## src/hdl/lane_pkg.sv

```systemverilog
`default_nettype none

package lane_pkg;

   //////////////////////////////////////////////////
   // Lane sizes
   //////////////////////////////////////////////////
   localparam int R_PORTS        = 4;
   localparam int W_PORTS        = R_PORTS / 2;
   localparam int VRF_DEPTH      = 64;
   localparam int VRF_ADDR_W     = 6;
   localparam int MASK_DEPTH     = 32;
   localparam int MASK_ADDR_W    = 5;
   localparam int WORD_W         = 32;
   localparam int BE_W           = WORD_W / 8;
   localparam int ALU_CTRL_W     = 6;

   // Cycles from request to operand and from request to array write
   localparam int READ_LATENCY   = 2;
   localparam int COMMIT_LATENCY = 2;

   // Element width codes
   localparam logic [1:0] SEW8   = 2'd0;
   localparam logic [1:0] SEW16  = 2'd1;
   localparam logic [1:0] SEW32  = 2'd2;

   // Write data source
   localparam logic SRC_ALU      = 1'b0;
   localparam logic SRC_LOAD     = 1'b1;

   //////////////////////////////////////////////////
   // Types
   //////////////////////////////////////////////////

   // One register file word, seen whole or split by element width
   typedef union packed {
      logic [WORD_W-1:0]  word;
      logic [3:0][7:0]    bytes;
      logic [1:0][15:0]   halves;
   } vreg_word_u;

   typedef struct packed {
      logic                  en;
      logic [VRF_ADDR_W-1:0] addr;
      logic [1:0]            elem_sel;
   } rd_req_t;

   typedef struct packed {
      logic                  vld;
      logic [ALU_CTRL_W-1:0] opmode;
      logic [1:0]            read_sew;
      logic [1:0]            write_sew;
   } alu_req_t;

   typedef struct packed {
      logic [VRF_ADDR_W-1:0]  addr;
      logic [BE_W-1:0]        be;
      logic                   src_sel;
      logic                   masked;
      logic                   req_ctrl;
      logic                   mask_we;
      logic [MASK_ADDR_W-1:0] mask_addr;
   } wr_req_t;

endpackage

`default_nettype wire

```

## src/hdl/write_commit.sv

```systemverilog
`timescale 1ns/1ps
`default_nettype none

module write_commit
   import lane_pkg::*;
(
   input  logic                                 clk_i,
   input  logic                                 rst_i,

   input  wr_req_t [W_PORTS-1:0]                wr_req_i,
   input  logic    [WORD_W-1:0]                 load_data_i,

   // Results returning from the ALU
   input  logic    [W_PORTS-1:0]                alu_vld_i,
   input  logic    [W_PORTS-1:0][WORD_W-1:0]    alu_res_i,
   input  logic    [W_PORTS-1:0]                alu_mask_i,

   // To the register file write ports
   output logic    [W_PORTS-1:0][VRF_ADDR_W-1:0] waddr_o,
   output logic    [W_PORTS-1:0][WORD_W-1:0]     wdata_o,
   output logic    [W_PORTS-1:0][BE_W-1:0]       wbe_o
);

   // One write port's request as it moves toward commit
   typedef struct packed {
      logic [VRF_ADDR_W-1:0]  addr;
      logic [WORD_W-1:0]      data;
      logic [BE_W-1:0]        be;
      logic                   masked;
      logic                   mask_bit;
      logic                   gate;
      logic                   mask_we;
      logic                   mask_data;
      logic [MASK_ADDR_W-1:0] mask_addr;
   } commit_t;

   commit_t [W_PORTS-1:0]                     pipe_d;
   commit_t [COMMIT_LATENCY-1:0][W_PORTS-1:0] pipe_q;
   commit_t [W_PORTS-1:0]                     head;
   logic    [MASK_DEPTH-1:0]                  mask_q;

   //////////////////////////////////////////////////
   // Request capture
   //////////////////////////////////////////////////

   // Source data, ALU status and the mask bit are all taken in the request cycle
   always_comb begin
      for (int j = 0; j < W_PORTS; j++) begin
         pipe_d[j].addr = wr_req_i[j].addr;
         case (wr_req_i[j].src_sel)
            SRC_ALU:  pipe_d[j].data = alu_res_i[j];
            SRC_LOAD: pipe_d[j].data = load_data_i;
         endcase
         pipe_d[j].be        = wr_req_i[j].be;
         pipe_d[j].masked    = wr_req_i[j].masked;
         pipe_d[j].mask_bit  = mask_q[wr_req_i[j].mask_addr];
         pipe_d[j].gate      = alu_vld_i[j] | wr_req_i[j].req_ctrl;
         pipe_d[j].mask_we   = wr_req_i[j].mask_we;
         pipe_d[j].mask_data = alu_mask_i[j];
         pipe_d[j].mask_addr = wr_req_i[j].mask_addr;
      end
   end

   always_ff @(posedge clk_i) begin
      if (!rst_i) begin
         pipe_q <= '0;
      end else begin
         pipe_q[0] <= pipe_d;
         for (int s = 1; s < COMMIT_LATENCY; s++) begin
            pipe_q[s] <= pipe_q[s-1];
         end
      end
   end

   assign head = pipe_q[COMMIT_LATENCY-1];

   //////////////////////////////////////////////////
   // Commit
   //////////////////////////////////////////////////

   // Nothing is written without ALU valid or request control;
   // a masked write also needs its mask bit
   always_comb begin
      for (int j = 0; j < W_PORTS; j++) begin
         waddr_o[j] = head[j].addr;
         wdata_o[j] = head[j].data;
         wbe_o[j]   = head[j].be & {BE_W{head[j].gate}}
                    & (head[j].masked ? {BE_W{head[j].mask_bit}} : {BE_W{1'b1}});
      end
   end

   // Mask register file, written in the same cycle as the word
   always_ff @(posedge clk_i) begin
      if (!rst_i) begin
         mask_q <= '0;
      end else begin
         for (int j = 0; j < W_PORTS; j++) begin
            if (head[j].mask_we && head[j].gate) begin
               mask_q[head[j].mask_addr] <= head[j].mask_data;
            end
         end
      end
   end

endmodule

`default_nettype wire

```

## config.mk

```make
export PLATFORM = sky130hd
export DESIGN_NAME = write_commit
export DESIGN_NICKNAME = d
export VERILOG_FILES = /design/src/hdl/lane_pkg.sv /design/src/hdl/write_commit.sv
export SDC_FILE = /design/constraint.sdc
export NUM_CORES = 1
export LEC_CHECK = 0
export BUFFER_PORTS_ARGS = -buffer_cell sky130_fd_sc_hd__clkbuf_2
export CAP_MARGIN = 20
export CORE_MARGIN = 2
export CORE_UTILIZATION = 50
export DETAILED_ROUTE_END_ITERATION = 8
export HOLD_SLACK_MARGIN = 0.12
export MAX_ROUTING_LAYER = met4
export PLACE_DENSITY = 0.84
export SLEW_MARGIN = 40
export SYNTH_ARGS = -nofsm -noshare
export SYNTH_HDL_FRONTEND = slang
export SYNTH_SLANG_ARGS = --single-unit
```

## constraint.sdc

```tcl
create_clock -name clk_i -period 3.2 [get_ports clk_i]
set_input_delay 0.64 -clock clk_i [delete_from_list [all_inputs] [get_ports clk_i]]
set_output_delay 0.64 -clock clk_i [all_outputs]
set_load 0.02 [all_outputs]
```

* After elaboration in Yosys (flattened, before gate mapping)
Cells that the tools add are included.
W data, S select, Z words.
** Word-level totals
- Bits of input ports :: 140
- Output and inout bits :: 84
- Word-level logic and storage cells :: 72
- Bits in registers :: 240
** Cells by class
- Bitwise gates (word level) :: 8
- Magnitude comparators :: 6
- Reductions and logical operators :: 4
- Multiplexer cells :: 17
** Operators with widths (number)
- $pmux W32 S2 :: 2
- $mux W32 :: 3
- $bwmux W32 :: 2
- $lt A5 B6 Y1 const B :: 4
- $and A4 B4 Y4 :: 4
- $bmux W1 S5 :: 2
- $demux W1 S5 :: 2
- $ge A5 B1 Y1 const B :: 2
- $mux W4 :: 2
- $logic_and A1 B1 Y1 :: 4
- $mux W1 :: 4
- $not A1 Y1 :: 2
- $or A1 B1 Y1 :: 2

* Depth between registers and ports, before layout
- Depth in word-level cells :: 9
- Gate-level depth with buffers :: 6

* Worst setup path before layout
No wires, ideal clock.
- Path type :: input port to flip-flop
- From :: input port wr_req_i[19] (netlist name)
- To :: register pipe_q[60] (netlist name)
- Buffers on the path :: 1
- Setup time :: 0.122 ns
- Setup slack :: 1.273 ns
- Cell stages on the path :: 4
- Arrival :: 1.805 ns
- Data required time :: 3.078 ns
- Cell sequence :: buf_6 -> mux4_1 -> mux2_2 -> o311a_1
** On the way
- Word-level cells in the longest chain between the ends :: 2
** Ends and longest elaborated chain
- start: declaration :: line write_commit.sv:10 : input wr_req_t [W_PORTS-1:0] wr_req_i,
- $bmux W1 S5 :: line write_commit.sv:56 : pipe_d[j].mask_bit = mask_q[wr_req_i[j].mask_addr];
- $mux W1 (implied by the code) :: line write_commit.sv:56
- end signal: indexed assignment :: line write_commit.sv:70 : pipe_q[s] <= pipe_q[s-1];
- end: declaration :: line write_commit.sv:38 : commit_t [COMMIT_LATENCY-1:0][W_PORTS-1:0] pipe_q;
No other way between the ends. The select of a mux whose other input is x is not followed.
A chain may end at the register's enable or synchronous reset.

==> impl_results.rst <==
.. list-table::
   :header-rows: 1

   * - Metric
     - Value
   * - Status
     - finished, final reports clean
   * - Most frequent cells in the layout
     - dfxtp_1 (238), clkbuf_2 (222), and2_1 (146), nor2_1 (101), mux2i_1 (89)
   * - Crit path largest cell delay
     - 470 ps
   * - Post-synthesis async set-or-reset flop share
     - 0%
   * - Final Hold Slack
     - 334 ps
   * - Diode insertion count for antenna repair
     - 0
   * - Slowest-stage cell, CP
     - dfxtp_1
   * - Core Area
     - 18000 µm²
   * - Via density per instance
     - 5.21
   * - Mapped Nets
     - 1029
   * - Sequence of cells on the critical path
     - a21boi_0 -> and2_1 -> clkbuf_2
   * - Total gr overflow
     - 0
   * - FF+latch count, synth
     - 240
   * - CTS H-Tree Depth
     - 1
   * - Pin slew with the least headroom to its limit
     - 751 ps
   * - Worst-path fanout max
     - 8
   * - Max-slew violation count
     - 0
   * - Yosys warnings
     - 0
   * - Number of buffers on the longest clock path
     - 3
   * - Yosys top cell area share
     - 52.0%
   * - Number of fill cells in the layout
     - 1470
   * - Final Skew
     - 12.9 ps
   * - Maximum number of pins on one net before global-route repair
     - 145
   * - Placed wire-length estimate
     - 13700 µm
   * - Via count of the first global-routing pass
     - 6290
   * - Clock tree root buffer cell
     - clkbuf_16
   * - Avg WL per Cell
     - 16.1 µm
   * - Die X
     - 140 µm
   * - First-pass GRT wire length
     - 31700 µm
   * - Cell type with the highest aggregate area in the netlist
     - dfxtp_1
   * - Starting Density
     - 51.3%
   * - Detailed Route Iter0 Violations
     - 370
   * - Worst path required time
     - 2560 ps
   * - Post-cts repair resize count
     - 0
   * - Number of enable flip-flop cells after synthesis
     - 0
   * - Post-synthesis to final-layout area growth
     - 16.2%
   * - Number of nets with antenna violations after routing
     - 0
   * - Library cells used by synthesis
     - 39
   * - Part of the Yosys area used for sequential elements
     - 52.0%
   * - Sort of element at the start of the critical path
     - register
   * - Post-Synthesis Mean Instance Area
     - 10.4 µm²
   * - Power density over the cells
     - 598 nW/µm²
   * - Routed wire length
     - 20300 µm
   * - Register clock-pin slew on the reported worst setup and hold paths
     - 60 ps
   * - Final cycle utilization of the critical path
     - 73.3%
   * - Leading cell type in the layout, fill and taps excluded
     - dfxtp_1
   * - Final setup violation count
     - 0
   * - RSZ-0062 raised after global routing
     - false
   * - Number of instances in the synthesized netlist
     - 889
   * - Leak Pwr
     - 0.00507 µW
   * - Initial antenna violation count
     - 0
   * - Vertical die dimension
     - 140 µm
   * - Post-CTS setup buffer count
     - 0
   * - Ratio of cells with drive above 1 in the final layout
     - 27.8%
   * - Global placement routability congestion
     - 0.933
   * - Tightest slew margin relative to the limit
     - 49.9%
   * - Count of hold-fix buffers inserted at cts
     - 0
   * - Shortest period the worst path allows
     - 2350 ps
   * - I/O pin total
     - 224
   * - Main synth FF type
     - dfxtp_1
   * - Total of max-cap violations
     - 0
   * - Sinks on the clock net
     - 240
   * - Num rows
     - 49
   * - Data arrival time of the critical path
     - 1710 ps
   * - Final hold viol count
     - 0
   * - Vias
     - 6556
   * - Count of buffers inserted at the top-level ports
     - 223
   * - CTS tree
     - built
   * - Residual DRC count
     - 0
   * - Post-synth design cell area
     - 9250 µm²
   * - Gr usage total
     - 20.5%
   * - FMAX
     - 426 MHz
   * - Worst-Skew Late Latency
     - 510 ps
   * - Nets
     - 1152
   * - Final sum of negative setup slack
     - 0 ps
   * - Critical setup path kind
     - reg -> out
   * - Type of the worst min-delay path
     - in -> reg
   * - IR drop worst, VDD
     - 0.000401 V
   * - Crit path capture type
     - primary output
   * - Total die area
     - 19600 µm²
   * - Synth top area cells
     - dfxtp_1 (52%), and2_1 (9.9%), mux2i_1 (9.6%), buf_4 (6.3%), nor2_1 (4.1%)
   * - Number of iterations in the first detailed-routing pass
     - 5
   * - Total clock buffers created by CTS
     - 24
==> critical path: cells and delay by family, from the launching register on <==
family	cells	cell delay (ps)
flip-flops	1	470
AO/OA/AOI/OAI	1	370
AND/OR/NAND/NOR	1	190
buffers and inverters	1	180
==> flip-flops by register name (all words and copies together) (netlist names) <==
name / flops
head: 28
waddr_o: 12
wdata_o: 64
pipe_q: 104
mask_q: 32
==> metrics by stage <==
| stage | instance area (µm²) | setup WS (ps) | cells | util, % | total power, µW |
|---|---|---|---|---|---|
| 3_5_place_dp | 9940 | 1040 | 1215 | 55.1 | 3710 |
| 4_1_cts | 10700 | 805 | 1259 | 59.6 | 6500 |
| 5_1_grt | 10700 | 669 | 1259 | 59.6 | 6680 |
| 3_3_place_gp | 9920 | 1090 | 1215 | 55.0 | 3690 |
| 6_report | 10700 | 853 | 1259 | 59.6 | 6430 |
| 2_1_floorplan | 9250 | 1270 | 889 | - | 3560 |
==> synthesized netlist by cell type (3+ instances only) <==
cell type / number
a211oi_1: 20
nand2_1: 34
buf_4: 78
o211a_1: 4
and3_1: 4
a311oi_1: 8
nor3_1: 24
clkbuf_1: 45
dfxtp_1: 240
nand3_1: 5
nand4b_1: 4
a21boi_0: 10
mux4_1: 14
and2_1: 146
mux2_2: 5
mux2i_1: 89
and4b_1: 4
nand2b_1: 8
nor3b_1: 4
or3_1: 3
buf_1: 7
nor2_1: 101
and3b_1: 4
==> path summary, 6_finish.rpt <==
path / startpoint / depth (start not counted) / slack [ps] / to
setup reg to reg: head[4] / 4 / 1390 / mask_q[19]
hold / removal: wr_req_i[37] / 2 / 330 / pipe_q[103]
hold reg to reg: pipe_q[50] / 1 / 420 / waddr_o[4]
setup / recovery: head[59] / 3 / 850 / wbe_o[7]
==> power breakdown <==
group | switching [µW] | leakage, µW | internal, µW
combinational | 251 | 0.00269 | 206
sequential | 56.9 | 0.00198 | 3130
clock | 1140 | 0.000400 | 1650
total | 1440 | 0.00507 | 4980
==> logic make-up (layout without fill, tap and decap cells) <==
family                 after synthesis  in the layout  synth area share [%]
AO/OA/AOI/OAI                       53             53                  4.52
flip-flops                         240            240                  52.0
multiplexers                       108            108                  14.2
buffers and inverters              136            277                  8.86
AND/OR/NAND/NOR                    352            352                  20.4
==> per-layer routing <==
layer  up-vias  wire, µm  track usage, %
met5         -         0               -
met4         0       594            8.05
met3        55      1560            4.03
met2       302     10000            35.1
met1      3038      8130            23.7
li1       3161         -               -
==> cell type report <==
class / count / area, µm² / share of cell area, %
timing repair buffer: 230 / 1190 / 11.1
multi-input combinational: 513 / 3640 / 33.9
clock inverter: 13 / 140 / 1.30
sequential: 240 / 4810 / 44.7
inverter: 3 / 11.3 / 0.105
clock buffer: 31 / 667 / 6.21
tap: 229 / 287 / 2.67
Power figures use the tool's default switching activity.
