<file path="src/hdl/lane_pkg.sv">
`default_nettype none

package lane_pkg;

   //////////////////////////////////////////////////
   // Lane sizes
   //////////////////////////////////////////////////
   localparam int R_PORTS        = 4;
   localparam int W_PORTS        = R_PORTS / 2;
   localparam int VRF_DEPTH      = 64;
   localparam int VRF_ADDR_W     = 6;
   localparam int MASK_DEPTH     = 32;
   localparam int MASK_ADDR_W    = 5;
   localparam int WORD_W         = 32;
   localparam int BE_W           = WORD_W / 8;
   localparam int ALU_CTRL_W     = 6;

   // Cycles from request to operand and from request to array write
   localparam int READ_LATENCY   = 2;
   localparam int COMMIT_LATENCY = 2;

   // Element width codes
   localparam logic [1:0] SEW8   = 2'd0;
   localparam logic [1:0] SEW16  = 2'd1;
   localparam logic [1:0] SEW32  = 2'd2;

   // Write data source
   localparam logic SRC_ALU      = 1'b0;
   localparam logic SRC_LOAD     = 1'b1;

   //////////////////////////////////////////////////
   // Types
   //////////////////////////////////////////////////

   // One register file word, seen whole or split by element width
   typedef union packed {
      logic [WORD_W-1:0]  word;
      logic [3:0][7:0]    bytes;
      logic [1:0][15:0]   halves;
   } vreg_word_u;

   typedef struct packed {
      logic                  en;
      logic [VRF_ADDR_W-1:0] addr;
      logic [1:0]            elem_sel;
   } rd_req_t;

   typedef struct packed {
      logic                  vld;
      logic [ALU_CTRL_W-1:0] opmode;
      logic [1:0]            read_sew;
      logic [1:0]            write_sew;
   } alu_req_t;

   typedef struct packed {
      logic [VRF_ADDR_W-1:0]  addr;
      logic [BE_W-1:0]        be;
      logic                   src_sel;
      logic                   masked;
      logic                   req_ctrl;
      logic                   mask_we;
      logic [MASK_ADDR_W-1:0] mask_addr;
   } wr_req_t;

endpackage

`default_nettype wire

</file>
<file path="src/hdl/elem_extract.sv">
`timescale 1ns/1ps
`default_nettype none

module elem_extract
   import lane_pkg::*;
(
   input  logic              clk_i,
   input  logic              rst_i,

   // Word from the register file, one cycle after the request
   input  vreg_word_u        rdata_i,
   input  rd_req_t           req_i,
   input  logic [1:0]        sew_i,

   output logic [WORD_W-1:0] elem_o
);

   logic [1:0]        sel_q;
   logic [1:0]        sew_q;
   logic [WORD_W-1:0] elem_next;

   // Select and width follow the read, so they line up with the word
   always_ff @(posedge clk_i) begin
      if (!rst_i) begin
         sel_q <= '0;
         sew_q <= SEW32;
      end else if (req_i.en) begin
         sel_q <= req_i.elem_sel;
         sew_q <= sew_i;
      end
   end

   // Zero-extended byte, halfword or whole word
   always_comb begin
      case (sew_q)
         SEW8: begin
            elem_next = {{(WORD_W - 8){1'b0}}, rdata_i.bytes[sel_q]};
         end
         SEW16: begin
            elem_next = {{(WORD_W - 16){1'b0}}, rdata_i.halves[sel_q[0]]};
         end
         SEW32: begin
            elem_next = rdata_i.word;
         end
         default: begin
            elem_next = '0;
         end
      endcase
   end

   always_ff @(posedge clk_i) begin
      elem_o <= elem_next;
   end

endmodule

`default_nettype wire

</file>
<file path="config.mk">
export PLATFORM = sky130hd
export DESIGN_NAME = elem_extract
export DESIGN_NICKNAME = d
export VERILOG_FILES = /design/src/hdl/lane_pkg.sv /design/src/hdl/elem_extract.sv
export SDC_FILE = /design/constraint.sdc
export NUM_CORES = 1
export LEC_CHECK = 0
export BUFFER_PORTS_ARGS = -buffer_cell sky130_fd_sc_hd__buf_4
export CAP_MARGIN = 20
export CORE_AREA = 2 2 69 58
export CTS_CLUSTER_SIZE = 28
export DETAILED_ROUTE_END_ITERATION = 12
export DIE_AREA = 0 0 71 60
export PLACE_DENSITY = 0.88
export SLEW_MARGIN = 20
export SYNTH_ARGS = -nofsm -noshare
export SYNTH_HDL_FRONTEND = slang
export SYNTH_SLANG_ARGS = --single-unit
</file>
<file path="constraint.sdc">
create_clock -name clk_i -period 1.8 [get_ports clk_i]
set_input_delay 0.36 -clock clk_i [delete_from_list [all_inputs] [get_ports clk_i]]
set_output_delay 0.36 -clock clk_i [all_outputs]
set_load 0.01 [all_outputs]
</file>
### After elaboration in Yosys (flattened, before gate mapping)

Index checks and enable logic that the tools add are counted.

| cells by class | value |
|---|---|
| order comparisons | 2 |
| eq/ne operators | 2 |
| muxes and demuxes | 5 |
| reduce and logical (&&, ||, !) cells | 1 |

Operator list:

| cell | count |
|---|---|
| one-hot mux 32 bit (3 select lines) | 1 |
| 2-to-1 mux 16 bit | 2 |
| binary-select mux 8 bit (select 2 bit) | 1 |
| 2-to-1 mux 8 bit | 1 |
| < comparator 2 x 3 -> 1 bit, second input constant | 1 |
| equality test 2 x 1 -> 1 bit, second input constant | 1 |
| equality test 2 bit, second input constant | 1 |
| logical NOT 2 bit | 1 |
| < comparator 1 x 2 -> 1 bit, second input constant | 1 |

| storage, ports and cells | value |
|---|---|
| flip-flop bits (word level) | 36 |
| word-level logic and storage cells | 13 |

### Longest topological paths before layout

Gate-level depths: netlist (run 1).

| logic depth | value |
|---|---|
| word-level depth | 3 |
| mapped depth | 5 |
| mapped depth without buffers | 3 |

### Worst setup path before layout (run 1)

Ideal clock, no wire load.

| timing path | value |
|---|---|
| kind | reg2reg |
| from | register sel_q[0] |
| to | register elem_o[0] |
| setup time | 0.117 ns |
| data arrival time | 0.962 ns |
| required time | 1.683 ns |
| setup slack | 0.721 ns |
| cell stages (with the launch flop) | 6 |
| path buffers | 2 |
| period minus slack after synthesis | 1.079 ns |
| cell sequence | dfxtp_1 -> buf_6 -> buf_8 -> mux2i_1 -> a21oi_1 -> a22o_1 |

| on the way | value |
|---|---|
| cells in the longest elaborated chain, start to end | 3 |
| elaborated cells between the ends (all ways) | 5 |
| classes of those cells | 5 x mux |

Ends and longest elaborated chain:

| item | RTL line | RTL |
|---|---|---|
| start, declared | elem_extract.sv:18 | `logic [1:0] sel_q;` |
| start signal, assigned | elem_extract.sv:28 | `sel_q <= req_i.elem_sel;` |
| binary-select mux 8 bit (select 2 bit) or 2-to-1 mux 16 bit (tied branches) | elem_extract.sv:37, elem_extract.sv:40 |  |
| 2-to-1 mux 8 bit (not written as such) or 2-to-1 mux 16 bit (tied branches) | elem_extract.sv:37, elem_extract.sv:40 |  |
| one-hot mux 32 bit (3 select lines) * | elem_extract.sv:35 | `case (sew_q)` |
| net elem_next[0] | elem_extract.sv:20 | `logic [WORD_W-1:0] elem_next;` |
| end signal, assigned | elem_extract.sv:52 | `elem_o <= elem_next;` |
| end, declared | elem_extract.sv:15 | `output logic [WORD_W-1:0] elem_o` |

The timed path passes the listed nets; every way through them passes the cells marked *. The select of a mux whose other input is x is not followed.
A chain may end at the register's enable or synchronous reset.

### Worst setup path after layout (run 1)

| timing path | value |
|---|---|
| from | register sel_q[0] |
| to | register elem_o[6] |

The elaborated chain is that of the path after synthesis.

==> out/results.env, run 1 <==
STATUS='completed'
CTS-BUFFERS-INSERTED=5
FIRST_PASS_GRT_WIRE_LENGTH_UM=6140
CRITICAL_PATH.SLOWEST_CELL='dfxtp_2'
DOMINANTREGCELLSYNTH='dfxtp_1'
ROUTABILITY_CONGESTION=0.719
FINISH.NET_COUNT=274
CRITICAL_PATH_RT_NS=1.97
MAX-VDD-IR-DROP_V=0.000466
CPPEAKSTAGEDELAY_NS=0.33
TIMING.FINAL.CRIT_SHARE_PCT=67.5
SETUP_WS_NS=0.585
PORT_BUFFERS=70
DRT-WIRELENGTH-PER-CELL_UM=13.6
BUFFER_AND_INVERTER_COUNT_ON_THE_WORST_PATH=1
CP_DATA_ARRIVAL_TIME_NS=1.39
SEQ_AREA_FRAC_SYNTH_PCT=46.2
SETUP_VIOL=0
POST-ROUTE-DRC-COUNT=0
TIMING.HOLD.WORST_ENDPOINT='sew_q[1]$_SDFFE_PN1P_'
SYNTHXORXNORAREAFRAC_PCT=0
DP_HPWL_UM=2730
SYNTHESIZED_FLOP_AND_LATCH_TOTAL=36
MOST_COMMON_CELL_AFTER_LAYOUT_FILL_AND_TAPS_ASIDE='buf_4'
ENDPOINT_CLASS_OF_THE_CRITICAL_PATH='flop'
POWER.LEAKAGE_uW=0.00102
FIRST_ITER_VIOLATIONS=103
MULTI_INPUT_AREA_UM2=692
ANTENNA_FOUND_INITIAL=0
POWER_DENSITY_mW_PER_MM2=859
SYNTH_COMPOUND_GATE_AREA_SHARE_PCT=16.8
YOSYS.AREA_SHARE.ADDER_PCT=0
POSTSYNTH.ASYNCRESETSHARE_PCT=0
CTS-ROOT-BUF='clkbuf_8'
NUM_VIAS=1399
SYN-NUM-NETS=204
POSTCTSRESIZEDCELLS=0
NETLIST_AREA_MM2=0.00156
H-TREE-DEPTH=2
AVGSYNTHCELLAREA_UM2=9.82
SETUP-TNS-FINAL_NS=0
CTS_CLK_PIN_SLEW_WORST_PATHS_NS=0.07
POST_DRT_VIA_CELL_RATIO=5.11
RSZ_0062_RAISED_AFTER_GLOBAL_ROUTING='no'
AREA.GROWTH.SYNTH_TO_FINAL_PCT=39.4
DIE_AREA_MM2=0.00426
DRT-PASS1-ITER-COUNT=4
POST_CTS.REPAIR.SETUP_BUFFERS=0
DP_CELLS=266
TIMING_MAX_TRANSITION_VIOLATIONS_FINAL=0
SYNTH_EDF_COUNT=0
SYNTH_TOP_FAMILY_BY_AREA='compound AO/OA/AOI/OAI gates'
CTS_HOLD_BUFFERS=0
PATH_TYPE_OF_THE_WORST_MIN_DELAY_PATH='primary input to flop'
WORSTPATHMAXFANOUT=20
SLEW_HEADROOM_PCT=73.1
GRT_START_MAX_NET_PINS=24
LARGEST_DELAY_SHARE_FAMILY_WORST_PATH='flip-flops'
POSTROUTEWIRELENGTH_UM=3720
FINALHOLDVIOLCOUNT=0
SYN-INSTANCE-COUNT=159
CLOCK_TREE_FROM_TRITONCTS='done'
FINALCLOCKSKEW_NS=0.00458
ANT_NETS=0
SYNTH-SIMPLE-AREA-SHARE_PCT=15.9
CLOCK_LATENCY_NS=0.28
HOLD_CRIT_START='rst_i'
SYNTH.AREA.TOP_CELLS='dfxtp_1 46%, mux2i_1 12%, and2_1 6.4%, a21oi_1 4.5%, a22o_1 4.5%'
MOST_USED_CELLS_IN_THE_LAYOUT_EXCLUDING_FILL_AND_TAP_CELLS='76 x buf_4, 35 x dfxtp_1, 18 x mux2i_1'
CP_CELL_SEQUENCE='buf_4 -> mux2i_1 -> a21oi_1 -> a22o_1'
WHS_NS=0.257
DIE_HEIGHT_UM=60
MAX_FREQ_GHz=0.823
GRT.TOTAL_USAGE_PCT=18.9
REGAREA_UM2=722
GRT_REMAINING_OVERFLOW=0
TIMING.RR.START='sel_q[0]$_SDFFE_PN0P_'
NETLIST.TOP_CELL.BY_AREA='dfxtp_1'
TIMING.FINAL.CRIT_PERIOD_NS=1.21
LAYOUT_CELL_SHARE_WITH_DRIVE_STRENGTH_BEYOND_1_PCT=38.7
DIE-WIDTH_UM=71
SYNTH.LIB_CELLS_USED.DISTINCT=20
FF2FF_PATH_DEPTH=4
CORE_REGION_AREA_MM2=0.00363
PRE_CTS_SLACK_NS=0.610
CP-START-KIND='flop'
FILL_CELLS=321
LAYOUT.CORE_UTILIZATION_PCT=60.0
N_ANTENNA_CELL=0
START_UTIL_PCT=43.0
CLOCK-SINKS=36
WORST_R2R_ENDPOINT='elem_o[6]$_DFF_P_'
SYNTH.MUX.AREA_FRACTION_PCT=11.5
FINALNONFILLERCELLS=274
YS.WARNINGS.COUNT=0
WORSTSETUPPATHTYPE='flop to flop'
CTSLONGESTPATHBUFFERS=2
WORST_PIN_SLEW_NS=0.402
PIN_COUNT=77
FIRST_GLOBAL_VIAS=1298
CORE.ROWCOUNT=20
FF2FF_SETUP_SLACK_NS=0.59
SYNTH_TOP_AREA_SHARE_PCT=46.2
SETUP.WORST_PATH.START='sel_q[0]$_SDFFE_PN0P_'
MAX-CAP-VIOLATIONS=0
WHS_PATH_DEPTH=2
## sequential cells by signal, summed over array words and instances, names as in the netlist
| signal | flops |
|---|---|
| sew_q | 2 |
| sel_q | 2 |
| elem_o | 32 |
## cells by family after synthesis
kind of cell,Yosys count
simple gates,43
flops,36
compound gates,40
buf+inv,22
mux,18
## area by class of cell
cell class	instances	area share, %
multi-input cells	101	31.8
flip-flops and latches	36	33.2
repair buffers	77	27.1
inverters	8	1.38
clock inverters	3	0.862
clock buffers	5	3.16
well taps	44	2.53
## how the worst max path moves through the flow
stage / end / slack, ns / depth (start not counted)
after floorplan: elem_o[0]$_DFF_P_ / 0.72 / 5
after global placement: elem_o[1]$_DFF_P_ / 0.62 / 4
after CTS: elem_o[6]$_DFF_P_ / 0.58 / 4
final: elem_o[6]$_DFF_P_ / 0.59 / 4
after global routing: elem_o[6]$_DFF_P_ / 0.49 / 4
after detailed placement: elem_o[1]$_DFF_P_ / 0.61 / 4
## through the flow
stage,total power [uW],instance area (um^2)
floorplan,1130,1560
global placement,1320,2090
detailed placement,1330,2090
CTS,1890,2180
global route,1970,2180
finish,1870,2180
## synthesized netlist by cell type, types with 2 or more instances
cell / number
a21oi_1: 14
a22o_1: 8
a31oi_1: 2
and2_1: 16
buf_2: 5
buf_6: 6
dfxtp_1: 36
inv_1: 8
mux2i_1: 18
nand2_1: 11
nand2b_1: 2
nand3_1: 8
nor2b_1: 3
nor2b_4: 2
o21ai_1: 8
o221ai_1: 8
## routing by layer
layer / global-route usage (%) / vias up / part of all wire (%)
li1: - / 688 / -
met1: 23.0 / 653 / 44
met2: 32.6 / 54 / 48
met3: 6.75 / 4 / 6.9
met4: 4.04 / 0 / 0.81
met5: 0 / - / 0
## where the power goes
group	leakage [uW]	internal [uW]	switching (uW)
registers	0.000302	870	21.9
logic	0.000669	232	186
clock network	0.0000479	270	290
total	0.00102	1370	498
No activity file was read; power rests on OpenSTA's default activity.
==> inputs of run 2 (changes only) <==
==> constraint.sdc (replaced) <==
create_clock -name clk_i -period 1.2 [get_ports clk_i]
set_input_delay 0.24 -clock clk_i [delete_from_list [all_inputs] [get_ports clk_i]]
set_output_delay 0.24 -clock clk_i [all_outputs]
set_load 0.01 [all_outputs]
==> out/results.env, run 2 (synthesis gave the netlist of run 1 again) <==
STATUS='completed'
REGMOSTFLOPS='elem_o'
GRT_REMAINING_OVERFLOW=0  # unchanged
CP_DATA_ARRIVAL_TIME_NS=1.36  # -0.03 ns
CLOCK_LATENCY_NS=0.29  # about the same
DP_CELLS=269  # +1.1%
FF2FF_SETUP_SLACK_NS=0.03  # -0.56 ns
LARGEST_REGISTER_FF_COUNT=32  # unchanged
DIE_HEIGHT_UM=60  # unchanged
SETUP_VIOL=0  # unchanged
FINALHOLDVIOLCOUNT=0  # unchanged
CLOCK_TREE_FROM_TRITONCTS='done'
CORE.ROWCOUNT=20  # unchanged
FINALNONFILLERCELLS=281  # +2.6%
DP_HPWL_UM=2690  # -1.6%
CP-START-KIND='flop'
N_ANTENNA_CELL=0  # unchanged
H-TREE-DEPTH=2  # unchanged
SWITCHING_POWER_uW=749  # +50%
MOST_COMMON_CELL_AFTER_LAYOUT_FILL_AND_TAPS_ASIDE='buf_4'
DIE_AREA_MM2=0.00426  # unchanged
ANT_NETS=0  # unchanged
GRT.TOTAL_USAGE_PCT=18.4  # -0.46 points
FINISH.NET_COUNT=281  # +2.6%
CTS-ROOT-BUF='clkbuf_8'
ENDPOINT_CLASS_OF_THE_CRITICAL_PATH='flop'
FINISH.INSTANCE_AREA_MM2=0.00234  # +7.6%
AREA.GROWTH.SYNTH_TO_FINAL_PCT=50.1
DIE-WIDTH_UM=71  # unchanged
ANTENNA_FOUND_INITIAL=0  # unchanged
LAYOUT.CORE_UTILIZATION_PCT=64.6  # +4.6 points
POST_DRT_VIA_CELL_RATIO=5.05  # -1.2%
DRT-WIRELENGTH-PER-CELL_UM=13.6  # about the same
MOST_USED_CELLS_IN_THE_LAYOUT_EXCLUDING_FILL_AND_TAP_CELLS='78 x buf_4, 34 x dfxtp_1, 17 x mux2i_1'
TIMING.RR.START='sel_q[0]$_SDFFE_PN0P_'
FIRST_GLOBAL_VIAS=1273  # -1.9%
FF2FF_PATH_DEPTH=4  # unchanged
GRT_START_MAX_NET_PINS=24  # unchanged
DRT-PASS1-ITER-COUNT=4  # unchanged
CTSLONGESTPATHBUFFERS=2  # unchanged
WHS_NS=0.130  # -0.127 ns
PATH_TYPE_OF_THE_WORST_MIN_DELAY_PATH='primary input to flop'
TIMING.FINAL.CRIT_PERIOD_NS=1.17  # -0.0417 ns
CORE_REGION_AREA_MM2=0.00363  # unchanged
ROUTABILITY_CONGESTION=0.714  # -0.72%
INTPOWER_uW=2310  # +69%
FIRST_ITER_VIOLATIONS=160  # +55%
MAX-VDD-IR-DROP_V=0.000568  # +22%
WORSTPATHMAXFANOUT=6  # -70%
MAX-CAP-VIOLATIONS=0  # unchanged
CTS_CLK_PIN_SLEW_WORST_PATHS_NS=0.07  # about the same
LAYOUT_CELL_SHARE_WITH_DRIVE_STRENGTH_BEYOND_1_PCT=41.4  # +2.7 points
PIN_COUNT=77  # unchanged
POWER_DENSITY_mW_PER_MM2=1310  # +52%
PWR-SHARE-CLK_PCT=33.9  # +4.0 points
CRITICAL_PATH.SLOWEST_CELL='dfxtp_4'
CP_CELL_SEQUENCE='buf_12 -> mux2i_2 -> a21oi_2 -> a22o_1'
FINALCLOCKSKEW_NS=0.00514  # +0.000563 ns
CRITICAL_PATH_RT_NS=1.38  # -0.59 ns
WORSTSETUPPATHTYPE='flop to flop'
MULTI_INPUT_AREA_UM2=699  # +1.1%
RSZ_0062_RAISED_AFTER_GLOBAL_ROUTING='yes'
SLEW_HEADROOM_PCT=83.5  # +10 points
PLACE_AREA_MM2=0.00212  # +1.7%
CTS-BUFFERS-INSERTED=5  # unchanged
TOP_REGS='elem_o x32, sel_q x2, sew_q x2'
PORT_BUFFERS=70  # unchanged
SETUP-TNS-FINAL_NS=0  # unchanged
CPPEAKSTAGEDELAY_NS=0.44  # +0.11 ns
WORST_PIN_SLEW_NS=0.247  # -0.156 ns
NUM_VIAS=1418  # +1.4%
TIMING_MAX_TRANSITION_VIOLATIONS_FINAL=0  # unchanged
MAX_FREQ_GHz=0.853  # +3.6%
FILL_CELLS=300  # -6.5%
TIMING.FINAL.CRIT_SHARE_PCT=97.7  # +30 points
WHS_PATH_DEPTH=2  # unchanged
SWSHARE_PCT=24.4  # -2.2 points
START_UTIL_PCT=43.0  # unchanged
FIRST_PASS_GRT_WIRE_LENGTH_UM=5970  # -2.8%
HOLD_CRIT_START='rst_i'
REGAREA_UM2=726  # +0.52%
SHARE_SEQ_OF_TOTAL_POWER_PCT=43.9  # -3.8 points
POST_CTS.REPAIR.SETUP_BUFFERS=0  # unchanged
POSTROUTEWIRELENGTH_UM=3810  # +2.6%
SETUP.WORST_PATH.START='sel_q[0]$_SDFFE_PN0P_'
POST-ROUTE-DRC-COUNT=0  # unchanged
CLOCK-SINKS=36  # unchanged
CTS_HOLD_BUFFERS=0  # unchanged
POWER.SHARE.COMBINATIONAL_PCT=22.1  # -0.3 points
POWER.LEAKAGE_uW=0.00109  # +6.7%
run 2: worst max-delay path, delay by kind of cell, from the launching register on:
family / cells / cell delay [ns]
DFF: 1 / 0.44
AOI/OAI and AO/OA: 2 / 0.26
muxes: 1 / 0.23
buffers and inverters: 1 / 0.14
run 2: per-layer routing:
layer  GRT usage, %  wire [um]  vias up  share of wire (%)
met5              0          0        -                  0
met4           8.63         66        0                1.7
met3           6.41        305        8                8.0
met2           29.1       1700       65                 45
met1           22.8       1740      637                 46
li1               -          -      708                  -
run 2: stage by stage:
| stage | setup slack, ns | total power, uW |
|---|---|---|
| global placement | 0.0907 | 1990 |
| CTS | 0.00557 | 3030 |
| finish | 0.0270 | 3060 |
| detailed placement | 0.0608 | 2000 |
| floorplan | 0.121 | 1690 |
| global route | -0.0154 | 3180 |
run 2: final cells by class:
cell class | count | area share (%)
timing repair buffer | 84 | 31.0
tap | 44 | 2.35
clock buffer | 6 | 3.10
multi-input combinational | 101 | 29.8
inverter | 8 | 1.28
clock inverter | 2 | 1.49
sequential | 36 | 31.0
run 2: final timing paths:
kind	to
worst max-delay path	elem_o[6]$_DFF_P_
worst max register to register	elem_o[6]$_DFF_P_
worst min register to register	sew_q[1]$_SDFFE_PN1P_
worst min-delay path	sew_q[1]$_SDFFE_PN1P_
run 2: repair_timing:
item,4_1_cts,5_1_grt
hold endpoints to repair,0,0
resized for setup,0,4
setup endpoints to repair,0,5
run 2: power by group through the flow:
stage               sequential [uW]  combinational [uW]  clock [uW]
floorplan                      1420                 273           0
global placement               1370                 626           0
detailed placement             1370                 636           0
CTS                            1340                 639        1050
global route                   1360                 734        1090
finish                         1350                 677        1040
