[config.mk]
export PLATFORM = sky130hd
export DESIGN_NAME = operand_issue
export DESIGN_NICKNAME = d
export VERILOG_FILES = /design/src/hdl/lane_pkg.sv /design/src/hdl/operand_issue.sv
export SDC_FILE = /design/constraint.sdc
export NUM_CORES = 1
export LEC_CHECK = 0
export BUFFER_PORTS_ARGS = -buffer_cell sky130_fd_sc_hd__buf_2
export CAP_MARGIN = 20
export CORE_AREA = 2 2 119 121
export DETAILED_ROUTE_END_ITERATION = 6
export DIE_AREA = 0 0 121 123
export GPL_TIMING_DRIVEN = 0
export SLEW_MARGIN = 40
export SYNTH_ARGS = -nofsm -noshare
export SYNTH_HDL_FRONTEND = slang
export SYNTH_SLANG_ARGS = --single-unit
[constraint.sdc]
create_clock -name clk_i -period 0.8 [get_ports clk_i]
set_clock_uncertainty 0.05 [all_clocks]
set_input_delay 0.04 -clock clk_i [delete_from_list [all_inputs] [get_ports clk_i]]
set_output_delay 0.04 -clock clk_i [all_outputs]
set_load 0.02 [all_outputs]
[src/hdl/lane_pkg.sv]
`default_nettype none

package lane_pkg;

   //////////////////////////////////////////////////
   // Lane sizes
   //////////////////////////////////////////////////
   localparam int R_PORTS        = 4;
   localparam int W_PORTS        = R_PORTS / 2;
   localparam int VRF_DEPTH      = 64;
   localparam int VRF_ADDR_W     = 6;
   localparam int MASK_DEPTH     = 32;
   localparam int MASK_ADDR_W    = 5;
   localparam int WORD_W         = 32;
   localparam int BE_W           = WORD_W / 8;
   localparam int ALU_CTRL_W     = 6;

   // Cycles from request to operand and from request to array write
   localparam int READ_LATENCY   = 2;
   localparam int COMMIT_LATENCY = 2;

   // Element width codes
   localparam logic [1:0] SEW8   = 2'd0;
   localparam logic [1:0] SEW16  = 2'd1;
   localparam logic [1:0] SEW32  = 2'd2;

   // Write data source
   localparam logic SRC_ALU      = 1'b0;
   localparam logic SRC_LOAD     = 1'b1;

   //////////////////////////////////////////////////
   // Types
   //////////////////////////////////////////////////

   // One register file word, seen whole or split by element width
   typedef union packed {
      logic [WORD_W-1:0]  word;
      logic [3:0][7:0]    bytes;
      logic [1:0][15:0]   halves;
   } vreg_word_u;

   typedef struct packed {
      logic                  en;
      logic [VRF_ADDR_W-1:0] addr;
      logic [1:0]            elem_sel;
   } rd_req_t;

   typedef struct packed {
      logic                  vld;
      logic [ALU_CTRL_W-1:0] opmode;
      logic [1:0]            read_sew;
      logic [1:0]            write_sew;
   } alu_req_t;

   typedef struct packed {
      logic [VRF_ADDR_W-1:0]  addr;
      logic [BE_W-1:0]        be;
      logic                   src_sel;
      logic                   masked;
      logic                   req_ctrl;
      logic                   mask_we;
      logic [MASK_ADDR_W-1:0] mask_addr;
   } wr_req_t;

endpackage

`default_nettype wire

[src/hdl/operand_issue.sv]
`timescale 1ns/1ps
`default_nettype none

module operand_issue
   import lane_pkg::*;
(
   input  logic                                 clk_i,
   input  logic                                 rst_i,

   // Extracted elements, one per read port
   input  logic     [R_PORTS-1:0][WORD_W-1:0]   elem_i,
   input  alu_req_t [W_PORTS-1:0]               alu_req_i,

   // To the external ALU
   output logic     [W_PORTS-1:0][WORD_W-1:0]     vs1_data_o,
   output logic     [W_PORTS-1:0][WORD_W-1:0]     vs2_data_o,
   output logic     [W_PORTS-1:0][ALU_CTRL_W-1:0] alu_opmode_o,
   output logic     [W_PORTS-1:0][1:0]            alu_read_sew_o,
   output logic     [W_PORTS-1:0][1:0]            alu_write_sew_o,
   output logic     [W_PORTS-1:0]                 alu_vld_o
);

   alu_req_t [READ_LATENCY-1:0][W_PORTS-1:0] ctrl_q;

   // ALU control waits for the operands to come out of the read path
   always_ff @(posedge clk_i) begin
      if (!rst_i) begin
         ctrl_q <= '0;
      end else begin
         ctrl_q[0] <= alu_req_i;
         for (int s = 1; s < READ_LATENCY; s++) begin
            ctrl_q[s] <= ctrl_q[s-1];
         end
      end
   end

   // Ports 2j and 2j+1 feed write port j
   always_comb begin
      for (int j = 0; j < W_PORTS; j++) begin
         vs1_data_o[j]      = elem_i[2*j];
         vs2_data_o[j]      = elem_i[2*j+1];
         alu_opmode_o[j]    = ctrl_q[READ_LATENCY-1][j].opmode;
         alu_read_sew_o[j]  = ctrl_q[READ_LATENCY-1][j].read_sew;
         alu_write_sew_o[j] = ctrl_q[READ_LATENCY-1][j].write_sew;
         alu_vld_o[j]       = ctrl_q[READ_LATENCY-1][j].vld;
      end
   end

endmodule

`default_nettype wire

# Yosys cells after proc, flatten, opt, wreduce, memory -nomap -nowiden
# Cells that the tools add are included.
[word_totals]
in_bits = 152
out_inout_bits = 150
elab_cells = 16
register_bits = 44

# Longest topological paths before layout
# Gate-level depths: netlist (run 1).
[depth]
word_depth = 0
mapped_depth = 2
ltp_nobuf = 1

# Worst setup path after synthesis (run 1)
# OpenSTA, ideal clock, no wires.
[synth_path]
path_type = "flip-flop to flip-flop"
from = "reg ctrl_q[4] (netlist bit)"
to = "reg ctrl_q, in the netlist alu_opmode_o[0]"
synth_period_minus_slack_ps = 600
setup_slack_ps = 200
n_path_buf = 0
setup_time_ps = 116
t_required_ps = 634
arrival_time_ps = 434
stages_incl_launch_ff = 2
path_cell_list = "dfxtp_1 > and2_2"
[synth_lines]
columns = ["element", "line_no", "source"]
rows = [
  ["start, declared", "operand_issue.sv:23", "alu_req_t [READ_LATENCY-1:0][W_PORTS-1:0] ctrl_q;"],
  ["start signal, assigned by index", "operand_issue.sv:32", "ctrl_q[s] <= ctrl_q[s-1];"],
]
# No word-level cell between the ends.

# Worst setup path in the final report (run 1)
[layout_path]
from = "reg ctrl_q, in the netlist alu_read_sew_o[2]"
to = "out alu_read_sew_o[2] (netlist bit)"
[layout_lines]
columns = ["element", "line_no", "source"]
rows = [
  ["end, declared", "operand_issue.sv:18", "output logic [W_PORTS-1:0][1:0] alu_read_sew_o,"],
]
# No word-level cell between the ends.

==> results of run 1 <==
sequential cells by signal, indices dropped and copies added (netlist names):
register	count
alu_opmode_o	12
alu_read_sew_o	4
alu_vld_o	2
alu_write_sew_o	4
ctrl_q	22
final cells by class:
cell class | instances | area share, %
timing repair buffer | 195 | 32.03
buffer | 132 | 25.68
multi-input combinational | 44 | 8.647
tap | 180 | 5.896
sequential | 44 | 23.85
clock inverter | 2 | 0.2620
clock buffer | 6 | 3.636
stage by stage:
stage | hold WS [ns] | setup WS (ns)
2_1_floorplan | 0.1262 | 0.1997
3_3_place_gp | 0.2069 | 0.01401
3_5_place_dp | 0.2091 | 0.01248
4_1_cts | 0.03283 | -0.06490
5_1_grt | 0.06545 | -0.07606
6_report | 0.03444 | -0.05390
Yosys cell counts:
cell,count
sky130_fd_sc_hd__buf_4,150
sky130_fd_sc_hd__and2_2,44
sky130_fd_sc_hd__dfxtp_1,44
sky130_fd_sc_hd__clkbuf_2,4
per-layer routing:
metal,track usage [%],vias to the layer above,wire length [um]
li1,-,931,-
met3,1.661,6,702
met5,0,-,0
met1,5.468,779,1620
met2,11.69,138,2887
met4,3.270,0,108
kinds of logic (layout without fill, tap and decap cells):
logic type	after synthesis	count (layout)	synth area share [%]
buffers and inverters	154	335	48.62
and+or+nand+nor	44	44	14.01
DFF	44	44	37.37
power by group through the flow:
stage	sequential (mW)	clock (mW)	combinational, mW
3_3_place_gp	2.36	0	1.56
5_1_grt	2.34	2.21	1.74
6_report	2.34	2.05	1.62
4_1_cts	2.34	2.13	1.64
2_1_floorplan	2.36	0	1.15
3_5_place_dp	2.37	0	1.57
timing repair:
action	in CTS	in global routing
endpoints found under the hold margin	22	0
setup endpoints to repair	22	22
hold buffers	22	0
resized for setup	66	1
path summary, 6_finish.rpt:
kind	startpoint	slack, ns	end
worst max-delay path	alu_read_sew_o[2]	-0.05	alu_read_sew_o[2]
worst max register to register	ctrl_q[7]	0.16	alu_opmode_o[3]
worst min register to register	ctrl_q[14]	0.40	alu_read_sew_o[3]
worst min-delay path	rst_i	0.03	ctrl_q[7]
==> results.cfg, run 1 <==
[clocking]
cts_buffers = 5
cts_setup_buffers = 0
tritoncts_num_sinks = 44
tritoncts_clock_tree = done
clk-insertion-delay-late_ns = 0.28
clockRootBuffer = sky130_fd_sc_hd__clkbuf_16
maximum_buffer_depth_of_the_clock_tree = 2
cts-htree-levels = 2
path_clk_slew_ns = 0.06

[placed_design]
finalWeightedCongestion = 0.6493
portBuffers = 173
dpl.cell_count = 595
placed_cell_area_um2 = 3448
detailedPlacementHpwl_um = 4310

[final_layout]
finalCoreUtilization_pct = 28.06
fraction_of_layout_instances_using_a_drive_strength_above_1_pct = 89.60
antenna_cells = 0
final_design_area_no_fill_um2 = 3820
layout.area.seq_um2 = 910.9
layout_commonest_cell = sky130_fd_sc_hd__buf_2
n_fill_cell = 1460
final_net_count = 574
final_cells = 603
area_of_combinational_cells_with_multiple_inputs_um2 = 330.3
layout-area-overhead-vs-synth_pct = 62.05
final_cell_mix = sky130_fd_sc_hd__buf_2, sky130_fd_sc_hd__buf_4, sky130_fd_sc_hd__and2_2

[logic_synthesis]
syn_inst = 242
ffs_latches_synth = 44
netlist.area_leader.share_pct = 47.77
yosys.cell_types.count = 4
number_of_nets_produced_by_synthesis = 394
synth.area.top_cells = sky130_fd_sc_hd__buf_4, sky130_fd_sc_hd__dfxtp_1, sky130_fd_sc_hd__and2_2, sky130_fd_sc_hd__clkbuf_2
seq_area_frac_synth_pct = 37.37
postSynthAreaPerCell_um2 = 9.741
netlist_area_um2 = 2357
synth_warnings = 0
synth_largest_area_cell = sky130_fd_sc_hd__buf_4

[drt]
routed-via-count = 1854
routed_via_density = 3.075
totalWireLength_um = 5319
detail_route.first_pass.iterations = 2
wl_per_cell_um = 8.821
ant_nets = 0
initialDrtViolationCount = 23
detail_route.drc_violations = 0

[worst_setup_path]
kind_of_end_point_of_the_critical_path = output pin
cp.depth = 1
timing.setup.critical_path_class = reg2out
crit_path_max_incr_delay_ns = 0.35
crit_path_max_fanout = 1
cp_top_family = flip-flops
reg2regPathDepth = 1
crit_path_cell_trace = buf_6
critical_path_required_ns = 0.71
cp_slowest_cell = sky130_fd_sc_hd__dfxtp_4
worst_ep_arrival_time_ns = 0.76
timing.critical_path.buf_inv = 1
start_kind = register

[sta]
setup_violations = 22
final_critical_delay_including_setup_and_external_delays_ns = 0.8539
min_period_over_period_pct = 106.7
fin_tns_setup_ns = -0.3034
maxSlewViolCount = 0
max_freq_mhz = 1171
hold_viol_final = 0
layout_setup_ws_ns = -0.05390
worst_slew_margin_relative_to_its_limit_pct = 86.73
tightest_slew_ns = 0.1991
rsz0062_at_grt = true

[power]
ir_drop_v = 0.0007887
power.share.clock_pct = 34.1
p_leak_nw = 2.055
share_seq_of_total_power_pct = 38.9
intPower_mw = 4.405
p_sw_share_pct = 26.75
p_per_area_nw_per_um2 = 1574
netSwitchingPower_mw = 1.608
power.combinational.fraction_pct = 27.0
power.total_mw = 6.013

[global_route]
grt_antenna_before_repair = 0
global_route_wire_length_before_repair_um = 6775
grt_util_all_layers_pct = 5.944
globalRouteOverflowTotal = 0
first_global_vias = 1454
grt_max_degree = 14

[die]
die-area_um2 = 14880
core_area_um2 = 13610
placementRows = 43
die-width_um = 121
initial_core_util_pct = 17.32
die-height_um = 123
io_pins = 302

[min_path]
hold_path_class = in2reg
worst_hold_path.num_cells = 2

[run_status]
status = complete, but fails checks
violated_checks = negative setup slack

[job]
maxCapViolations = 0
(Power assumes the default switching activity.)
==> run 2: changes to the inputs <==
--- a/config.mk
+++ b/config.mk
@@ -11,7 +11,8 @@
 export DETAILED_ROUTE_END_ITERATION = 6
 export DIE_AREA = 0 0 121 123
 export GPL_TIMING_DRIVEN = 0
-export SLEW_MARGIN = 40
+export HOLD_SLACK_MARGIN = 0.06
+export PLACE_DENSITY = 0.53
 export SYNTH_ARGS = -nofsm -noshare
 export SYNTH_HDL_FRONTEND = slang
 export SYNTH_SLANG_ARGS = --single-unit
==> run 2 against run 1 <==
  * The run still ends with negative setup slack left
  * First-iteration DRC count down 35%
  * Combinational power about the same
  * Sequential cell count unchanged
  * Worst setup slack improved by 0.035 ns
  * Non-clock buffer count unchanged
  * Critical path depth unchanged
  * Wire length rose by 9.0%
  * Sequential power about the same
  * Critical path type unchanged
  * Largest power group is now the clock network
  * Highest routed layer unchanged
==> results.cfg, run 2 (synthesized netlist as in run 1, its figures left out) <==
[run_status]
status = complete, but fails checks
violated_checks = negative setup slack

[drt]
routed-via-count = 1899
routed_via_density = 3.149
totalWireLength_um = 5797
detail_route.first_pass.iterations = 4
wl_per_cell_um = 9.614
detail_route.drc_violations = 0
ant_nets = 0
initialDrtViolationCount = 15

[sta]
hold_viol_final = 0
tightest_slew_ns = 0.1552
max_freq_mhz = 1221
setup_violations = 21
maxSlewViolCount = 0
worst_slew_margin_relative_to_its_limit_pct = 89.66
final_critical_delay_including_setup_and_external_delays_ns = 0.8193
rsz0062_at_grt = true
layout_setup_ws_ns = -0.01931
min_period_over_period_pct = 102.4
fin_tns_setup_ns = -0.2080

[worst_setup_path]
critical_path_required_ns = 0.71
cp_top_family = flip-flops
timing.critical_path.buf_inv = 1
crit_path_max_incr_delay_ns = 0.32
start_kind = register
reg2regPathDepth = 1
setup.worst_path.end = alu_write_sew_o[0]
worst_setup_path_start = alu_write_sew_o[0]
crit_path_cell_trace = buf_6
timing.setup.critical_path_class = reg2out
setup_slack_on_the_worst_flop_to_flop_path_ns = 0.16
kind_of_end_point_of_the_critical_path = output pin
r2r_end = alu_write_sew_o[2]
cp.depth = 1
worst_ep_arrival_time_ns = 0.73
crit_path_max_fanout = 1
cp_slowest_cell = sky130_fd_sc_hd__dfxtp_2
timing.rr.start = ctrl_q[11]

[clocking]
tritoncts_num_sinks = 44
tritoncts_clock_tree = done
clk-insertion-delay-late_ns = 0.28
path_clk_slew_ns = 0.06
cts-htree-levels = 2
cts_setup_buffers = 0
clockRootBuffer = sky130_fd_sc_hd__clkbuf_16
cts_buffers = 5
maximum_buffer_depth_of_the_clock_tree = 2

[power]
ir_drop_v = 0.0007781
p_per_area_nw_per_um2 = 1653
p_leak_nw = 2.065

[die]
initial_core_util_pct = 17.32
placementRows = 43
die-height_um = 123
core_area_um2 = 13610
io_pins = 302
die-width_um = 121
die-area_um2 = 14880

[placed_design]
portBuffers = 173
placed_cell_area_um2 = 3448
finalWeightedCongestion = 0.6356
detailedPlacementHpwl_um = 4956

[final_layout]
max_ffs_per_register = 22
fraction_of_layout_instances_using_a_drive_strength_above_1_pct = 89.60
final_cell_mix = sky130_fd_sc_hd__buf_2, sky130_fd_sc_hd__buf_4, sky130_fd_sc_hd__and2_2
layout_commonest_cell = sky130_fd_sc_hd__buf_2
final_net_count = 574
final_design_area_no_fill_um2 = 3846
top_register = ctrl_q
layout-area-overhead-vs-synth_pct = 63.16
antenna_cells = 0

[min_path]
hold_path_class = in2reg
worst_hold_path.num_cells = 2

[global_route]
globalRouteOverflowTotal = 0
first_global_vias = 1631
grt_antenna_before_repair = 0
grt_max_degree = 15
global_route_wire_length_before_repair_um = 7624
grt_util_all_layers_pct = 6.657

[job]
maxCapViolations = 0
## run 2: cell types whose count changed in the layout (fill, tap and decap cells not counted), sizes merged
| cell | previous run | this run |
|---|---|---|
| clkinv | 2 | 1 |
| bufinv | 0 | 1 |
## run 2: timing repair
action,in CTS,in global routing
endpoints found under the hold margin,22,0
gates resized for setup,66,0
endpoints found under the setup margin,22,22
hold buffers,22,0
## run 2: how the worst min path moves through the flow
stage	slack [ns]	from	end
floorplan	0.13	rst_i	ctrl_q[7]
global placement	0.21	alu_req_i[6]	ctrl_q[6]
detailed placement	0.21	alu_req_i[8]	ctrl_q[8]
CTS	0.07	rst_i	ctrl_q[8]
global route	0.08	rst_i	ctrl_q[8]
finish	0.06	rst_i	ctrl_q[8]
## run 2: where the power goes
| part | total [mW] | switching (mW) | internal (mW) |
|---|---|---|---|
| Sequential | 2.34 | 0.0360 | 2.30 |
| Clock | 2.38 | 0.818 | 1.56 |
| Combinational | 1.64 | 0.764 | 0.874 |
| Total | 6.36 | 1.62 | 4.74 |
## run 2: area by class of cell
class                           instances  area [um2]
Fill cell                            1432        9766
Timing Repair Buffer                  195        1224
Buffer                                132       980.9
Sequential cell                        44       908.4
Multi-Input combinational cell         44       330.3
Tap cell                              180       225.2
Clock buffer                            6       138.9
Clock inverter                          2       38.79
## run 2: through the flow
stage               power, mW  util (%)  setup WS [ns]  cells  hold slack [ns]
finish                  6.358     28.26       -0.01931    603          0.06327
global route            6.684     28.26       -0.04570    603          0.08417
CTS                     6.461     28.26       -0.03266    603          0.06853
detailed placement      3.950     25.33        0.01536    595           0.2087
global placement        3.937     25.33        0.03166    595           0.2093
floorplan               3.512         -         0.1997    242           0.1262
## run 2: routing by layer
metal	part of all wire, %	track usage (%)	up-vias
met5	0	0	-
li1	-	-	936
met4	0.10	1.090	0
met1	30	6.141	816
met3	13	2.721	2
met2	57	13.66	145
==> run 3: changes to the inputs <==
--- a/config.mk
+++ b/config.mk
@@ -13,6 +13,7 @@
 export GPL_TIMING_DRIVEN = 0
 export HOLD_SLACK_MARGIN = 0.06
 export PLACE_DENSITY = 0.53
+export REMOVE_ABC_BUFFERS = 1
 export SYNTH_ARGS = -nofsm -noshare
 export SYNTH_HDL_FRONTEND = slang
 export SYNTH_SLANG_ARGS = --single-unit
==> run 3 against run 2 <==
  * The flow still finishes with violations (negative setup slack)
  * Worst setup slack got worse by 0.035 ns
  * Register-to-register slack about the same
  * First-iteration DRC count increased to 3.5 times the previous value
  * Utilization decreased by 5.9 points
  * Clock power decreased by 16%
  * Die area unchanged
  * Count of clock-buffer cells in the layout unchanged
  * Combinational power decreased by 33%
  * Wire length increased to 3.4 times the previous value
  * Via count decreased by 24%
  * Final area decreased by 21%
  * Fmax decreased by 4.1%
==> results.cfg, run 3 (synthesized netlist as in run 1, its figures left out) <==
[sta]
hold_viol_final = 0
max_freq_mhz = 1171
tightest_slew_ns = 0.6509
rsz0062_at_grt = true
setup_violations = 42
final_critical_delay_including_setup_and_external_delays_ns = 0.8542
fin_tns_setup_ns = -1.177
worst_slew_margin_relative_to_its_limit_pct = 56.61
min_period_over_period_pct = 106.8
layout_setup_ws_ns = -0.05419
maxSlewViolCount = 0

[min_path]
hold_path_class = in2out
whs_endpoint = vs1_data_o[3]
worst_hold_path.num_cells = 0
min-delay-start = elem_i[3]

[worst_setup_path]
crit_path_max_fanout = 1
cp_top_family = buffers and inverters
kind_of_end_point_of_the_critical_path = output pin
worst_setup_path_start = elem_i[54]
timing.rr.start = ctrl_q[4]
cp_slowest_cell = sky130_fd_sc_hd__dlygate4sd3_1
setup_slack_on_the_worst_flop_to_flop_path_ns = 0.15
crit_path_max_incr_delay_ns = 0.72
worst_ep_arrival_time_ns = 0.76
timing.critical_path.buf_inv = 1
critical_path_required_ns = 0.71
start_kind = input pin
reg2regPathDepth = 1
timing.setup.critical_path_class = in2out
crit_path_cell_trace = dlygate4sd3_1
r2r_end = alu_opmode_o[0]

[drt]
initialDrtViolationCount = 52
wl_per_cell_um = 46.64
routed_via_density = 3.421
routed-via-count = 1437
detail_route.first_pass.iterations = 4
ant_nets = 0
detail_route.drc_violations = 0
totalWireLength_um = 19590

[die]
die-area_um2 = 14880
core_area_um2 = 13610
die-width_um = 121
io_pins = 302
die-height_um = 123
initial_core_util_pct = 17.32
placementRows = 43

[final_layout]
layout.area.seq_um2 = 908.4
layout_commonest_cell = sky130_fd_sc_hd__dlygate4sd3_1
final_cell_mix = sky130_fd_sc_hd__dlygate4sd3_1, sky130_fd_sc_hd__dlymetal6s4s_1, sky130_fd_sc_hd__and2_2, sky130_fd_sc_hd__buf_2
fraction_of_layout_instances_using_a_drive_strength_above_1_pct = 49.79
final_net_count = 387
area_of_combinational_cells_with_multiple_inputs_um2 = 330.3
final_design_area_no_fill_um2 = 3037
max_ffs_per_register = 22
layout-area-overhead-vs-synth_pct = 28.82
n_fill_cell = 1453
top_register = ctrl_q

[global_route]
grt_util_all_layers_pct = 25.86
grt_max_degree = 45
globalRouteOverflowTotal = 0
global_route_wire_length_before_repair_um = 22180
grt_antenna_before_repair = 5
first_global_vias = 1392

[clocking]
cts_setup_buffers = 0
cts_buffers = 5
clk-insertion-delay-late_ns = 0.29
maximum_buffer_depth_of_the_clock_tree = 2
cts-htree-levels = 2
clockRootBuffer = sky130_fd_sc_hd__clkbuf_16
tritoncts_num_sinks = 44
tritoncts_clock_tree = done

[power]
ir_drop_v = 0.0006060
p_per_area_nw_per_um2 = 1791
p_leak_nw = 1.614

[placed_design]
finalWeightedCongestion = 0.8639
placed_cell_area_um2 = 1662
place_ws_ns = -0.1797
detailedPlacementHpwl_um = 18510
portBuffers = 45

[run_status]
violated_checks = negative setup slack
status = complete, but fails checks

[job]
maxCapViolations = 0
==> run 3: changes by cell type in the layout (fill, tap and decap cells not counted) <==
cell | before | now
sky130_fd_sc_hd__dlygate4sd3_1 | 22 | 50
sky130_fd_sc_hd__diode_2 | 0 | 5
sky130_fd_sc_hd__clkbuf_1 | 0 | 1
sky130_fd_sc_hd__clkinv_2 | 0 | 1
sky130_fd_sc_hd__buf_4 | 128 | 0
sky130_fd_sc_hd__clkbuf_8 | 1 | 0
sky130_fd_sc_hd__bufinv_16 | 1 | 0
sky130_fd_sc_hd__clkbuf_2 | 4 | 0
sky130_fd_sc_hd__dlymetal6s4s_1 | 0 | 45
sky130_fd_sc_hd__buf_2 | 151 | 23
sky130_fd_sc_hd__clkinv_4 | 1 | 0
==> run 3: what timing repair did <==
item                                    4_1_cts  5_1_grt
gates cloned                                  0        0
endpoints found under the hold margin       150       75
hold buffers                                 75       20
endpoints found under the setup margin       22       67
resized for setup                            66       45
pin swaps                                     0        0
==> run 3: per-stage QoR <==
| step | hold slack [ns] | power [mW] | utilization [%] | cells |
|---|---|---|---|---|
| 2_1_floorplan | 0.03000 | 2.500 | - | 88 |
| 3_3_place_gp | 0.03047 | 2.630 | 12.21 | 313 |
| 3_5_place_dp | 0.03047 | 2.639 | 12.21 | 313 |
| 4_1_cts | 0.03243 | 5.308 | 19.92 | 395 |
| 5_1_grt | 0.03059 | 5.658 | 22.29 | 419 |
| 6_report | 0.03059 | 5.439 | 22.31 | 420 |
==> run 3: final cells by class <==
| cell class | instances | share of cell area [%] |
|---|---|---|
| Timing Repair Buffer | 140 | 46.97 |
| Sequential cell | 44 | 29.91 |
| Multi-Input combinational cell | 44 | 10.88 |
| Tap cell | 180 | 7.417 |
| Clock buffer | 6 | 4.244 |
| Antenna cell | 5 | 0.4120 |
| Clock inverter | 1 | 0.1648 |
==> run 3: worst max-delay path by stage <==
stage                               to  slack [ns]  depth (start not counted)
detailed placement     alu_opmode_o[0]       -0.18                          2
finish                  vs2_data_o[22]       -0.05                          1
CTS                   alu_opmode_o[10]       -0.04                          1
global route             vs1_data_o[5]       -0.06                          1
global placement    alu_write_sew_o[3]       -0.15                          2
floorplan              alu_opmode_o[0]        0.20                          1
==> run 3: per-layer routing <==
metal,track usage [%],vias to the layer above,part of all wire (%)
met4,9.884,0,4.2
li1,-,565,-
met1,8.767,607,14
met3,28.09,36,21
met2,55.86,229,60
met5,0,-,0
==> run 3: report_power, final <==
part	internal, mW	switching (mW)
clock network	1.14	0.870
registers	2.30	0.0309
logic	0.537	0.562
total	3.98	1.46
